### src/rtl/fifoPkg.sv
// input fifo package
// word fifo depth, pointer type and the fetch sequencer state codes
`default_nettype none

package fifoPkg;

	localparam int FIFO_DEPTH = 8;				// words
	localparam int FIFO_AW    = 3;				// storage address bits

	typedef logic [FIFO_AW:0] fifoPtrT;			// extra msb splits full from empty

	localparam int FETCH_SW = 2;				// fetch state width
	localparam logic [FETCH_SW-1:0] ST_IDLE = 2'd0;	// waiting for a word
	localparam logic [FETCH_SW-1:0] ST_REQ  = 2'd1;	// read request out
	localparam logic [FETCH_SW-1:0] ST_WAIT = 2'd2;	// waiting for read valid

endpackage

`default_nettype wire

### src/rtl/pixelPkg.sv
// pixel path package
// pixel and word widths plus the packed word that carries four pixels
`default_nettype none

package pixelPkg;

	// ------------------------------
	// widths
	// ------------------------------
	localparam int PIX_W    = 16;				// one output pixel
	localparam int WORD_W   = 64;				// one fifo word
	localparam int SLICES   = WORD_W / PIX_W;		// pixels per word
	localparam int SLICE_CW = $clog2(SLICES);		// remaining-slice counter

	typedef logic [PIX_W-1:0] pixelT;			// one pixel on the sink side

	// ------------------------------
	// packed word
	// ------------------------------
	// written as raw data, read back as four pixels
	typedef union packed
	{
		logic [WORD_W-1:0]	raw;			// fifo storage and write port
		pixelT [SLICES-1:0]	pix;			// pix[0] is bits 15:0
	} pixelWordT;

endpackage

`default_nettype wire
### src/rtl/fetchIf.sv
// fifo read bus
// read request, read valid, read data and not-empty between the word fifo,
// the fetch fsm and the slice shifter
`default_nettype none

interface fetchIf
	import pixelPkg::*;
();

	logic		rdReq;					// one-cycle pulse from fsm to fifo
	logic		rdValid;				// one-cycle pulse on the edge after rdReq
	pixelWordT	rdData;					// valid with rdValid
	logic		notEmpty;				// fifo holds at least one word

	// ------------------------------
	// views
	// ------------------------------
	modport fifo	(input rdReq, output rdValid, output rdData, output notEmpty);
	modport fsm		(output rdReq, input rdValid, input notEmpty);
	modport shifter	(input rdValid, input rdData);

endinterface

`default_nettype wire

### src/rtl/pixelPacker.sv
// pixel packer top
// 64-bit word fifo in, 16-bit pixels out, lowest slice first
`default_nettype none

module pixelPacker
	import pixelPkg::*;
(
	input  wire logic		iCLK,
	input  wire logic		iRST,
	// ------------------------------
	// write side
	// ------------------------------
	input  wire logic		wrEn,			// word write strobe
	input  wire pixelWordT	wrData,			// packed word
	output logic			full,			// fifo full
	// ------------------------------
	// pixel side
	// ------------------------------
	output pixelT			pixData,		// pixel out
	output logic			pixWe,			// pixel valid level
	input  wire logic		pixAccept		// sink accept level
);

	logic	busy;							// counter running flag
	logic	taken;							// slice consumed

	fetchIf fetchBus ();

	wordFifo wordFifo_i (
		.iCLK	(iCLK),
		.iRST	(iRST),
		.wrEn	(wrEn),
		.wrData	(wrData),
		.full	(full),
		.fetch	(fetchBus.fifo)
	);

	fetchFsm fetchFsm_i (
		.iCLK	(iCLK),
		.iRST	(iRST),
		.fetch	(fetchBus.fsm),
		.busy	(busy)
	);

	sliceCounter sliceCounter_i (
		.iCLK	(iCLK),
		.iRST	(iRST),
		.load	(fetchBus.rdValid),		// count restarts with each word
		.taken	(taken),
		.busy	(busy)
	);

	sliceShifter sliceShifter_i (
		.iCLK		(iCLK),
		.iRST		(iRST),
		.fetch		(fetchBus.shifter),
		.busy		(busy),
		.pixAccept	(pixAccept),
		.taken		(taken),
		.pixData	(pixData),
		.pixWe		(pixWe)
	);

endmodule

`default_nettype wire

### src/rtl/sliceShifter.sv
// slice shifter
// holds the fetched word and rotates out one 16-bit pixel per accepted slice
`default_nettype none

module sliceShifter
	import pixelPkg::*;
(
	input  wire logic	iCLK,
	input  wire logic	iRST,
	fetchIf.shifter		fetch,				// read valid and data
	input  wire logic	busy,				// word in progress
	input  wire logic	pixAccept,			// sink accept level
	output logic		taken,				// slice consumed this cycle
	output pixelT		pixData,			// current pixel
	output logic		pixWe				// pixel write strobe
);

	pixelT [SLICES-1:0]	pixReg;				// pixReg[0] is on the output

	// write strobe rises the cycle after load and drops with the last take
	assign pixWe	= busy;
	assign taken	= pixWe & pixAccept;
	assign pixData	= pixReg[0];

	// ------------------------------
	// pixel register
	// ------------------------------
	always_ff @(posedge iCLK)
	begin
		if (fetch.rdValid)
			pixReg <= fetch.rdData.pix;							// pixel view of the word
		else if (taken)
			pixReg <= {pixReg[0], pixReg[SLICES-1:1]};			// next pixel down
	end

	// ------------------------------
	// checks
	// ------------------------------
	aHoldStall: assert property (@(posedge iCLK) disable iff (iRST)
		pixWe && !pixAccept |=> pixWe && $stable(pixData))
		else $error("pixel changed while sink stalled");

	aFirstSlice: assert property (@(posedge iCLK) disable iff (iRST)
		fetch.rdValid |=> pixWe && (pixData == $past(fetch.rdData.pix[0])))
		else $error("slice 0 not presented after load");

endmodule

`default_nettype wire

### src/rtl/sliceCounter.sv
// slice counter
// counts the pixels left in the current word and flags a word in progress
`default_nettype none

module sliceCounter
	import pixelPkg::*;
(
	input  wire logic	iCLK,
	input  wire logic	iRST,
	input  wire logic	load,				// word fetched
	input  wire logic	taken,				// one pixel accepted
	output logic		busy				// word in progress
);

	logic [SLICE_CW-1:0]	count;			// slices left after the current one

	always_ff @(posedge iCLK)
	begin
		if (iRST)
		begin
			count	<= '0;
			busy	<= 1'b0;
		end
		else if (load)
		begin
			count	<= SLICE_CW'(SLICES - 1);	// 3 more after slice 0
			busy	<= 1'b1;
		end
		else if (taken)
		begin
			if (count == '0)
				busy <= 1'b0;					// last slice gone
			else
				count <= count - 1'b1;
		end
	end

	// ------------------------------
	// checks
	// ------------------------------
	aNoLoadBusy: assert property (@(posedge iCLK) disable iff (iRST)
		load |-> !busy)
		else $error("word loaded while previous word in progress");

endmodule

`default_nettype wire

### src/rtl/fetchFsm.sv
// fetch sequencer
// one read request per word, then waits for the fifo's read valid
`default_nettype none

module fetchFsm
	import fifoPkg::*;
(
	input  wire logic	iCLK,
	input  wire logic	iRST,
	fetchIf.fsm			fetch,				// fifo read side
	input  wire logic	busy				// word still being sliced
);

	logic [FETCH_SW-1:0]	state;
	logic					rdReqReg;		// registered request pulse
	logic					startCke;		// word waiting and shifter free

	assign startCke		= fetch.notEmpty & ~busy;
	assign fetch.rdReq	= rdReqReg;

	always_ff @(posedge iCLK)
	begin
		if (iRST)
		begin
			state		<= ST_IDLE;
			rdReqReg	<= 1'b0;
		end
		else
		begin
			case (state)
				ST_IDLE:
				begin
					state		<= startCke ? ST_REQ : ST_IDLE;
					rdReqReg	<= startCke;				// pulse next cycle
				end
				ST_REQ:
				begin
					state		<= ST_WAIT;
					rdReqReg	<= 1'b0;					// single-cycle request
				end
				ST_WAIT:
				begin
					state		<= fetch.rdValid ? ST_IDLE : ST_WAIT;
					rdReqReg	<= 1'b0;
				end
				default:
				begin
					state		<= ST_IDLE;
					rdReqReg	<= 1'b0;
				end
			endcase
		end
	end

	// ------------------------------
	// checks
	// ------------------------------
	aWaitAnswered: assert property (@(posedge iCLK) disable iff (iRST)
		state == ST_WAIT |-> fetch.rdValid)
		else $error("read request left unanswered");

	aValidAfterReq: assert property (@(posedge iCLK) disable iff (iRST)
		fetch.rdValid |-> $past(state) == ST_REQ)
		else $error("read valid without a pending request");

endmodule

`default_nettype wire

### src/rtl/wordFifo.sv
// input word fifo
// single clock, eight 64-bit words, registered read port and full flag
`default_nettype none

module wordFifo
	import pixelPkg::*;
	import fifoPkg::*;
(
	input  wire logic		iCLK,
	input  wire logic		iRST,
	input  wire logic		wrEn,			// write strobe from upstream
	input  wire pixelWordT	wrData,			// packed word in raw view
	output logic			full,			// writes dropped while high
	fetchIf.fifo			fetch			// read side
);

	logic [WORD_W-1:0]	mem [FIFO_DEPTH];	// word storage
	fifoPtrT			wrPtr;				// next slot to write
	fifoPtrT			rdPtr;				// next slot to read
	fifoPtrT			used;				// occupancy
	pixelWordT			rdWord;				// registered read data
	logic				rdValidReg;			// read answer pulse
	logic				wrOk;				// accepted write

	assign used				= wrPtr - rdPtr;
	assign full				= (used == fifoPtrT'(FIFO_DEPTH));	// rises with the 8th store
	assign wrOk				= wrEn & ~full;						// drop when full
	assign fetch.notEmpty	= (used != '0);
	assign fetch.rdData		= rdWord;
	assign fetch.rdValid	= rdValidReg;

	// ------------------------------
	// storage and read register
	// ------------------------------
	always_ff @(posedge iCLK)
	begin
		if (wrOk)
			mem[wrPtr[FIFO_AW-1:0]] <= wrData.raw;	// stored as raw word
		if (fetch.rdReq)
			rdWord.raw <= mem[rdPtr[FIFO_AW-1:0]];	// data lands with rdValid
	end

	// ------------------------------
	// pointers
	// ------------------------------
	always_ff @(posedge iCLK)
	begin
		if (iRST)
		begin
			wrPtr		<= '0;
			rdPtr		<= '0;
			rdValidReg	<= 1'b0;
		end
		else
		begin
			if (wrOk)
				wrPtr <= wrPtr + 1'b1;
			if (fetch.rdReq)
				rdPtr <= rdPtr + 1'b1;
			rdValidReg <= fetch.rdReq;				// one answer per request
		end
	end

	// ------------------------------
	// checks
	// ------------------------------
	aNoReadEmpty: assert property (@(posedge iCLK) disable iff (iRST)
		fetch.rdReq |-> fetch.notEmpty)
		else $error("fifo read requested while empty");

	aNoOverflow: assert property (@(posedge iCLK) disable iff (iRST)
		used <= fifoPtrT'(FIFO_DEPTH))
		else $error("fifo occupancy beyond depth");

endmodule

`default_nettype wire

### config.mk
export PLATFORM = sky130hd
export DESIGN_NAME = pixelPacker
export DESIGN_NICKNAME = d
export VERILOG_FILES = /design/src/rtl/fifoPkg.sv /design/src/rtl/pixelPkg.sv /design/src/rtl/fetchIf.sv /design/src/rtl/pixelPacker.sv /design/src/rtl/sliceShifter.sv /design/src/rtl/sliceCounter.sv /design/src/rtl/fetchFsm.sv /design/src/rtl/wordFifo.sv
export SDC_FILE = /design/constraint.sdc
export NUM_CORES = 1
export LEC_CHECK = 0
export ABC_AREA = 1
export BUFFER_PORTS_ARGS = -buffer_cell sky130_fd_sc_hd__buf_2
export CAP_MARGIN = 25
export CORE_MARGIN = 2
export CORE_UTILIZATION = 50
export CTS_CLUSTER_SIZE = 25
export DETAILED_ROUTE_END_ITERATION = 16
export PLACE_DENSITY = 0.71
export SETUP_SLACK_MARGIN = 0.02
export SLEW_MARGIN = 10
export SYNTH_ARGS = -nofsm -noshare
export SYNTH_HDL_FRONTEND = slang
export SYNTH_SLANG_ARGS = --single-unit
### constraint.sdc
create_clock -name iCLK -period 8.5 [get_ports iCLK]
set_input_delay 0.85 -clock iCLK [delete_from_list [all_inputs] [get_ports iCLK]]
set_output_delay 0.85 -clock iCLK [all_outputs]
set_load 0.005 [all_outputs]
; ---- Word-level counts from Yosys, hierarchy flattened
; Memory sizes are Yosys's and may differ from the RTL's. A register that Yosys moved wholly into a read port is not among the register bits.
; Index checks and enable logic that the tools add are counted.
[classes]
muxes = 13
n_reduce_logical = 8
n_addsub = 4
n_eq_ne = 4
bitwise_logic = 6
[op_table]
columns = op, n
row1 = $mux 64, 2
row2 = $add 4x1->4 const B, 2
row3 = $mux 2, 4
row4 = $mux 1, 6
row5 = $pmux 2 s3, 1
row6 = $eq 4x4->1 const B, 1
row7 = $logic_not 2->1, 2
row8 = $reduce_and 2->1, 2
row9 = $reduce_bool 2->1, 2
row10 = $reduce_bool 4->1, 1
row11 = $sub 4x4->4, 1
row12 = $and 1x1->1, 3
row13 = $not 1->1, 3
row14 = $eq 2x1->1 const B, 1
row15 = $eq 2x2->1 const B, 1
row16 = $ne 2x2->1 const B, 1
row17 = $reduce_or 2->1, 1
row18 = $sub 2x1->2 const B, 1
[totals]
output_inout_bits = 18
memories = 1
ram_bits = 512
elab_cells = 47
regBits = 79
inputBits = 68
[memory_table]
columns = name, depth, word_bits, read_ports, rd_clocked_by_memory_dff, wr, line
row1 = wordFifo_i.mem, 8, 64, 1, 1, 1, wordFifo.sv:17  ; logic [WORD_W-1:0] mem [FIFO_DEPTH];

; ---- Logic depth before layout (Yosys ltp)
[logic_depth]
ltp_word = 6
mapped_depth = 13
ltp_nobuf = 12

; ---- Cells and area by module
; Synthesis repeated with hierarchy kept, for this count alone.
[hier_totals]
cells_unflattened = 1998
hier_area_um2 = 25582.0
[by_module_without_submodules]
columns = module, cells_per_inst, seq_area_each_um2, area_each_um2, n_inst
row1 = wordFifo, 1665, 17476.8, 22375.2, 1
row2 = sliceShifter, 291, 1921.8, 2940.3, 1
row3 = sliceCounter, 27, 60.1, 160.2, 1
row4 = fetchFsm, 15, 60.1, 106.4, 1

; ---- Worst setup path after synthesis
; OpenSTA, ideal clock, no wires.
[synth_timing]
path_type = reg-to-reg
startpoint = register wordFifo_i.rdPtr[1]
endpoint = memory wordFifo_i.mem[4][0], enable pin
n_path_buf = 2
stages_incl_launch_ff = 12
period_less_slack_ns = 6.638
required_ns = 7.935
slack_ns = 1.862
arrival_time_ns = 6.073
setup_time_ns = 0.565
path_cell_list = dfxtp_1 > inv_2 > buf_2 > buf_1 > ha_1 > nand2_1 > nand2_1 > nand3_1 > nand2_1 > nand2_2 > nand2_1 > nor3_1
[synth_via]
elab_chain_len = 6
[synth_rtl]
columns = item, line
row1 = from (decl), wordFifo.sv:19  ; fifoPtrT rdPtr;
row2 = from (signal assigned), wordFifo.sv:59  ; rdPtr <= rdPtr + 1'b1;
row3 = $sub 4x4->4, wordFifo.sv:25  ; assign used = wrPtr - rdPtr;
row4 = $eq 4x4->1, wordFifo.sv:26  ; assign full = (used == fifoPtrT'(FIFO_DEPTH));
row5 = $not 1->1, wordFifo.sv:27  ; assign wrOk = wrEn & ~full;
row6 = $and 1x1->1, wordFifo.sv:27
row7 = $mux 1, wordFifo.sv:37  ; if (wrOk)
row8 = $mux 1 (implied by the code), wordFifo.sv:38  ; mem[wrPtr[FIFO_AW-1:0]] <= wrData.raw;
row9 = to (decl), wordFifo.sv:17
; No other way between the ends.

; ---- Worst setup path in the final report
[layout_timing]
startpoint = register wordFifo_i.rdPtr[1]
endpoint = memory wordFifo_i.mem[5][58], enable pin
; The elaborated chain is that of the path after synthesis.

==> impl_metrics.xml <==
<?xml version="1.0" encoding="UTF-8"?>
<metrics>
  <group name="clock_network">
    <metric name="post-cts-setup-buffer-count" unit="">0</metric>
    <metric name="cts.clk_slew.worst_paths" unit="ps">60</metric>
    <metric name="cts_root_buf" unit="">sky130_fd_sc_hd__clkbuf_16</metric>
    <metric name="cts.hold.buffers_added" unit="">0</metric>
    <metric name="cts.repair.resized" unit="">0</metric>
    <metric name="cts_tree" unit="">built</metric>
    <metric name="numCtsBuffers" unit="">60</metric>
    <metric name="cts_sinks" unit="">655</metric>
    <metric name="clockBufferDepth" unit="">3</metric>
    <metric name="worstSkewPairLatency" unit="ps">620</metric>
    <metric name="ctsHtreeMaxLevel" unit="">2</metric>
  </group>
  <group name="synthesis">
    <metric name="synth-edff-count" unit="">640</metric>
    <metric name="synth-seq-area-share" unit="%">76.8</metric>
    <metric name="synth.avg_cell_area" unit="sq um">12.8</metric>
    <metric name="post_syn_area" unit="sq um">25400</metric>
    <metric name="ys_types" unit="">24</metric>
    <metric name="synth_nets" unit="">2054</metric>
    <metric name="postSynthCellCount" unit="">1980</metric>
    <metric name="synth-seq-cells" unit="">655</metric>
    <metric name="post_synth_arst_share" unit="%">0</metric>
    <metric name="ys_dominant_reg_cell" unit="">sky130_fd_sc_hd__edfxtp_1</metric>
    <metric name="ys.warnings.count" unit="">0</metric>
  </group>
  <group name="floorplanning">
    <metric name="horizontal_die_dimension" unit="microns">229</metric>
    <metric name="number_of_top_level_design_ports" unit="">86</metric>
    <metric name="floorplan.die.height" unit="microns">229</metric>
    <metric name="area_enclosed_by_the_die_boundary" unit="sq um">52600</metric>
    <metric name="floorplan.initialDensity" unit="%">50.6</metric>
    <metric name="fp-row-count" unit="">82</metric>
    <metric name="placeableCoreArea" unit="sq um">50200</metric>
  </group>
  <group name="critical_path">
    <metric name="required" unit="ps">8740</metric>
    <metric name="slowest_delay" unit="ps">960</metric>
    <metric name="critical_path_class" unit="">flip-flop to flip-flop</metric>
    <metric name="endpoint_kind" unit="">flip-flop</metric>
    <metric name="worstPathMaxFanout" unit="">79</metric>
    <metric name="worst_endpoint_data_arrival_time" unit="ps">5030</metric>
    <metric name="critPathTopFamily" unit="">simple AND/OR/NAND/NOR gates</metric>
    <metric name="cpMaxStageDelayCell" unit="">sky130_fd_sc_hd__dfxtp_4</metric>
    <metric name="critical_path.n_buffers_inverters" unit="">2</metric>
    <metric name="path_common_cell" unit="">sky130_fd_sc_hd__nand2_1</metric>
    <metric name="critical_path_cell_sequence" unit="">inv_4 &gt; ha_1 &gt; nand2_1 &gt; nand2_1 &gt; nand2_1 &gt; nand2_1 &gt; nand2_1 &gt; nand2_2 &gt; nand3_1 &gt; nor2_4 &gt; buf_4</metric>
    <metric name="worst_setup_path_start_kind" unit="">flip-flop</metric>
  </group>
  <group name="routing">
    <metric name="finalWirelength" unit="mm">56.1</metric>
    <metric name="post-route-drc-count" unit="">0</metric>
    <metric name="drt_first_pass_iters" unit="">6</metric>
    <metric name="detail_route.iter0.violations" unit="">1666</metric>
    <metric name="total_vias_in_the_final_route" unit="">15100</metric>
    <metric name="wire_per_inst" unit="microns">20.4</metric>
    <metric name="drt.antenna.violating_nets" unit="">0</metric>
    <metric name="drt-vias-per-instance" unit="">5.51</metric>
  </group>
  <group name="timing">
    <metric name="accumulated_negative_setup_slack" unit="ps">0</metric>
    <metric name="worst_slew_margin_rel" unit="%">31.6</metric>
    <metric name="timing.final.crit_period" unit="ps">4790</metric>
    <metric name="max_slew.worst_pin.slew" unit="ps">1030</metric>
    <metric name="rsz_0062_raised_after_global_routing" unit="">false</metric>
    <metric name="fin_worst_skew" unit="ps">20.6</metric>
    <metric name="finalHoldViolCount" unit="">0</metric>
    <metric name="max_freq" unit="MHz">209</metric>
    <metric name="post_route_worst_hold_slack" unit="ps">478</metric>
    <metric name="min_period_over_period" unit="%">56.3</metric>
    <metric name="finalMaxSlewViolations" unit="">0</metric>
    <metric name="setup-violations-final" unit="">0</metric>
  </group>
  <group name="finish">
    <metric name="register_area" unit="sq um">19500</metric>
    <metric name="design.final.nets" unit="">2101</metric>
    <metric name="multi_input_area" unit="sq um">5130</metric>
    <metric name="share_of_post_route_cells_with_drive_strength_above_1" unit="%">9.85</metric>
    <metric name="area_growth" unit="%">10.5</metric>
    <metric name="fillers" unit="">3939</metric>
  </group>
  <group name="global_route">
    <metric name="maximum_number_of_pins_on_one_net_before_global_route_repair" unit="">107</metric>
    <metric name="first_pass_grt_wire_length" unit="mm">86.9</metric>
    <metric name="initial_antenna_violation_count" unit="">3</metric>
    <metric name="gr-total-overflow" unit="">0</metric>
    <metric name="grt_use_total" unit="%">21.5</metric>
    <metric name="first_global_vias" unit="">15000</metric>
  </group>
  <group name="job">
    <metric name="max_cap_violations" unit="">0</metric>
  </group>
  <group name="place">
    <metric name="routabilityCongestion" unit="">0.894</metric>
    <metric name="placement.io_buffers" unit="">85</metric>
    <metric name="dp_hpwl" unit="mm">30.7</metric>
  </group>
  <group name="status">
    <metric name="run_status" unit="">finished clean</metric>
  </group>
  <group name="power">
    <metric name="power_density" unit="nW/um^2">293</metric>
    <metric name="cellLeakagePower" unit="nW">9.73</metric>
    <metric name="vdd_ir_drop_max" unit="V">0.000164</metric>
  </group>
  <group name="hold_path">
    <metric name="hold_class" unit="">flip-flop to flip-flop</metric>
  </group>
</metrics>
sequential cells by signal (all words and copies together), names as in the netlist, 2 cells and up:
| name | flops |
|---|---|
| fetchFsm_i.state | 2 |
| sliceCounter_i.count | 2 |
| sliceShifter_i.pixData | 16 |
| sliceShifter_i.pixReg | 48 |
| wordFifo_i.fetch.rdData | 64 |
| wordFifo_i.mem | 512 |
| wordFifo_i.rdPtr | 4 |
| wordFifo_i.wrPtr | 4 |
synthesized netlist by cell type (3+ instances only):
cell,n,area (sq um)
sky130_fd_sc_hd__a21oi_1,76,380
sky130_fd_sc_hd__o21ai_0,172,861
sky130_fd_sc_hd__edfxtp_1,640,19200
sky130_fd_sc_hd__nor3_1,8,40.0
sky130_fd_sc_hd__inv_2,3,11.3
sky130_fd_sc_hd__buf_6,16,180
sky130_fd_sc_hd__clkbuf_1,59,221
sky130_fd_sc_hd__ha_1,6,75.1
sky130_fd_sc_hd__a31oi_1,66,413
sky130_fd_sc_hd__buf_1,12,45.0
sky130_fd_sc_hd__inv_1,19,71.3
sky130_fd_sc_hd__o21ai_1,88,440
sky130_fd_sc_hd__buf_2,14,70.1
sky130_fd_sc_hd__dfxtp_1,15,300
sky130_fd_sc_hd__buf_4,26,195
sky130_fd_sc_hd__nor2_1,335,1260
sky130_fd_sc_hd__nand3_1,7,35.0
sky130_fd_sc_hd__nand2_1,412,1550
where the power goes:
group	internal (mW)	switching, mW
logic	0.401	1.01
clock network	1.37	1.10
registers	4.07	0.257
total	5.84	2.37
cell families after synthesis:
| logic type | share of synthesized area (%) |
|---|---|
| buffers and inverters | 3.21 |
| AND/OR/NAND/NOR | 11.4 |
| flip-flops | 76.8 |
| AO/OA/AOI/OAI | 8.27 |
| adder cells (fa/ha/maj) | 0.295 |
worst reg2reg max path: cells and delay by family (launching register included):
family        cells  cell delay, ps
simple gates      8            1670
buf+inv           2            1260
flops             1             960
fa+ha+maj         1             500
final cells by class:
class	instances	share of cell area (%)
Antenna cell	5	0.0446
Sequential cell	655	69.6
Inverter	22	0.321
Clock buffer	81	5.71
Multi-Input combinational cell	1174	18.3
Timing Repair Buffer	114	2.48
Tap cell	672	3.00
Clock inverter	25	0.579
final timing paths:
path         slack (ps)                              from  depth (start not counted)                               end
max                3710  wordFifo_i.rdPtr[1]$_SDFFE_PP0P_                         11   wordFifo_i.mem[5][58]$_DFFE_PP_
min                 480  sliceCounter_i.busy$_SDFFE_PP0P_                          2  sliceCounter_i.busy$_SDFFE_PP0P_
max reg2reg        3710  wordFifo_i.rdPtr[1]$_SDFFE_PP0P_                         11   wordFifo_i.mem[5][58]$_DFFE_PP_
min reg2reg         480  sliceCounter_i.busy$_SDFFE_PP0P_                          2  sliceCounter_i.busy$_SDFFE_PP0P_
routing by layer:
metal	track usage (%)	wire length, microns	share of wire (%)
met5	0	25	0.045
met4	6.15	1310	2.3
met3	3.75	4150	7.4
met2	35.1	26900	48
met1	29.9	23700	42
metrics by stage:
| stage | instance area, sq um | worst slack [ps] | instances | util (%) | power (mW) |
|---|---|---|---|---|---|
| 6_report | 28100 | 3710 | 2748 | 55.9 | 8.21 |
| 5_1_grt | 28100 | 3390 | 2744 | 55.9 | 8.59 |
| 4_1_cts | 28000 | 3680 | 2742 | 55.9 | 8.25 |
| 3_5_place_dp | 26300 | 3780 | 2636 | 52.4 | 5.79 |
| 3_3_place_gp | 26200 | 3670 | 2634 | 52.3 | 5.74 |
| 2_1_floorplan | 25400 | 1860 | 1980 | - | 5.35 |
placed cells by master (no fill, tap or decap):
cell / count
sky130_fd_sc_hd__diode_2: 5
sky130_fd_sc_hd__nor2_1: 332
sky130_fd_sc_hd__o21ai_4: 1
sky130_fd_sc_hd__dfxtp_1: 10
sky130_fd_sc_hd__a31oi_1: 66
sky130_fd_sc_hd__clkbuf_1: 20
sky130_fd_sc_hd__buf_4: 26
sky130_fd_sc_hd__dfxtp_2: 2
sky130_fd_sc_hd__o21ai_1: 88
sky130_fd_sc_hd__nand2_2: 1
sky130_fd_sc_hd__clkbuf_16: 61
sky130_fd_sc_hd__o21ai_0: 171
sky130_fd_sc_hd__inv_1: 18
sky130_fd_sc_hd__nor3_2: 5
sky130_fd_sc_hd__clkinv_2: 5
sky130_fd_sc_hd__edfxtp_1: 640
sky130_fd_sc_hd__nor3_1: 3
sky130_fd_sc_hd__nor4_1: 1
sky130_fd_sc_hd__inv_2: 2
sky130_fd_sc_hd__buf_12: 1
sky130_fd_sc_hd__bufinv_16: 2
sky130_fd_sc_hd__ha_1: 6
sky130_fd_sc_hd__a21oi_1: 76
sky130_fd_sc_hd__o21a_1: 1
sky130_fd_sc_hd__inv_6: 3
sky130_fd_sc_hd__nand2_1: 412
sky130_fd_sc_hd__or2_2: 1
sky130_fd_sc_hd__nand3_1: 7
sky130_fd_sc_hd__buf_2: 85
sky130_fd_sc_hd__nor2_4: 3
sky130_fd_sc_hd__clkinv_1: 16
sky130_fd_sc_hd__buf_16: 2
sky130_fd_sc_hd__inv_4: 1
sky130_fd_sc_hd__dfxtp_4: 3
Note: power is estimated with default switching activity, not from simulation.
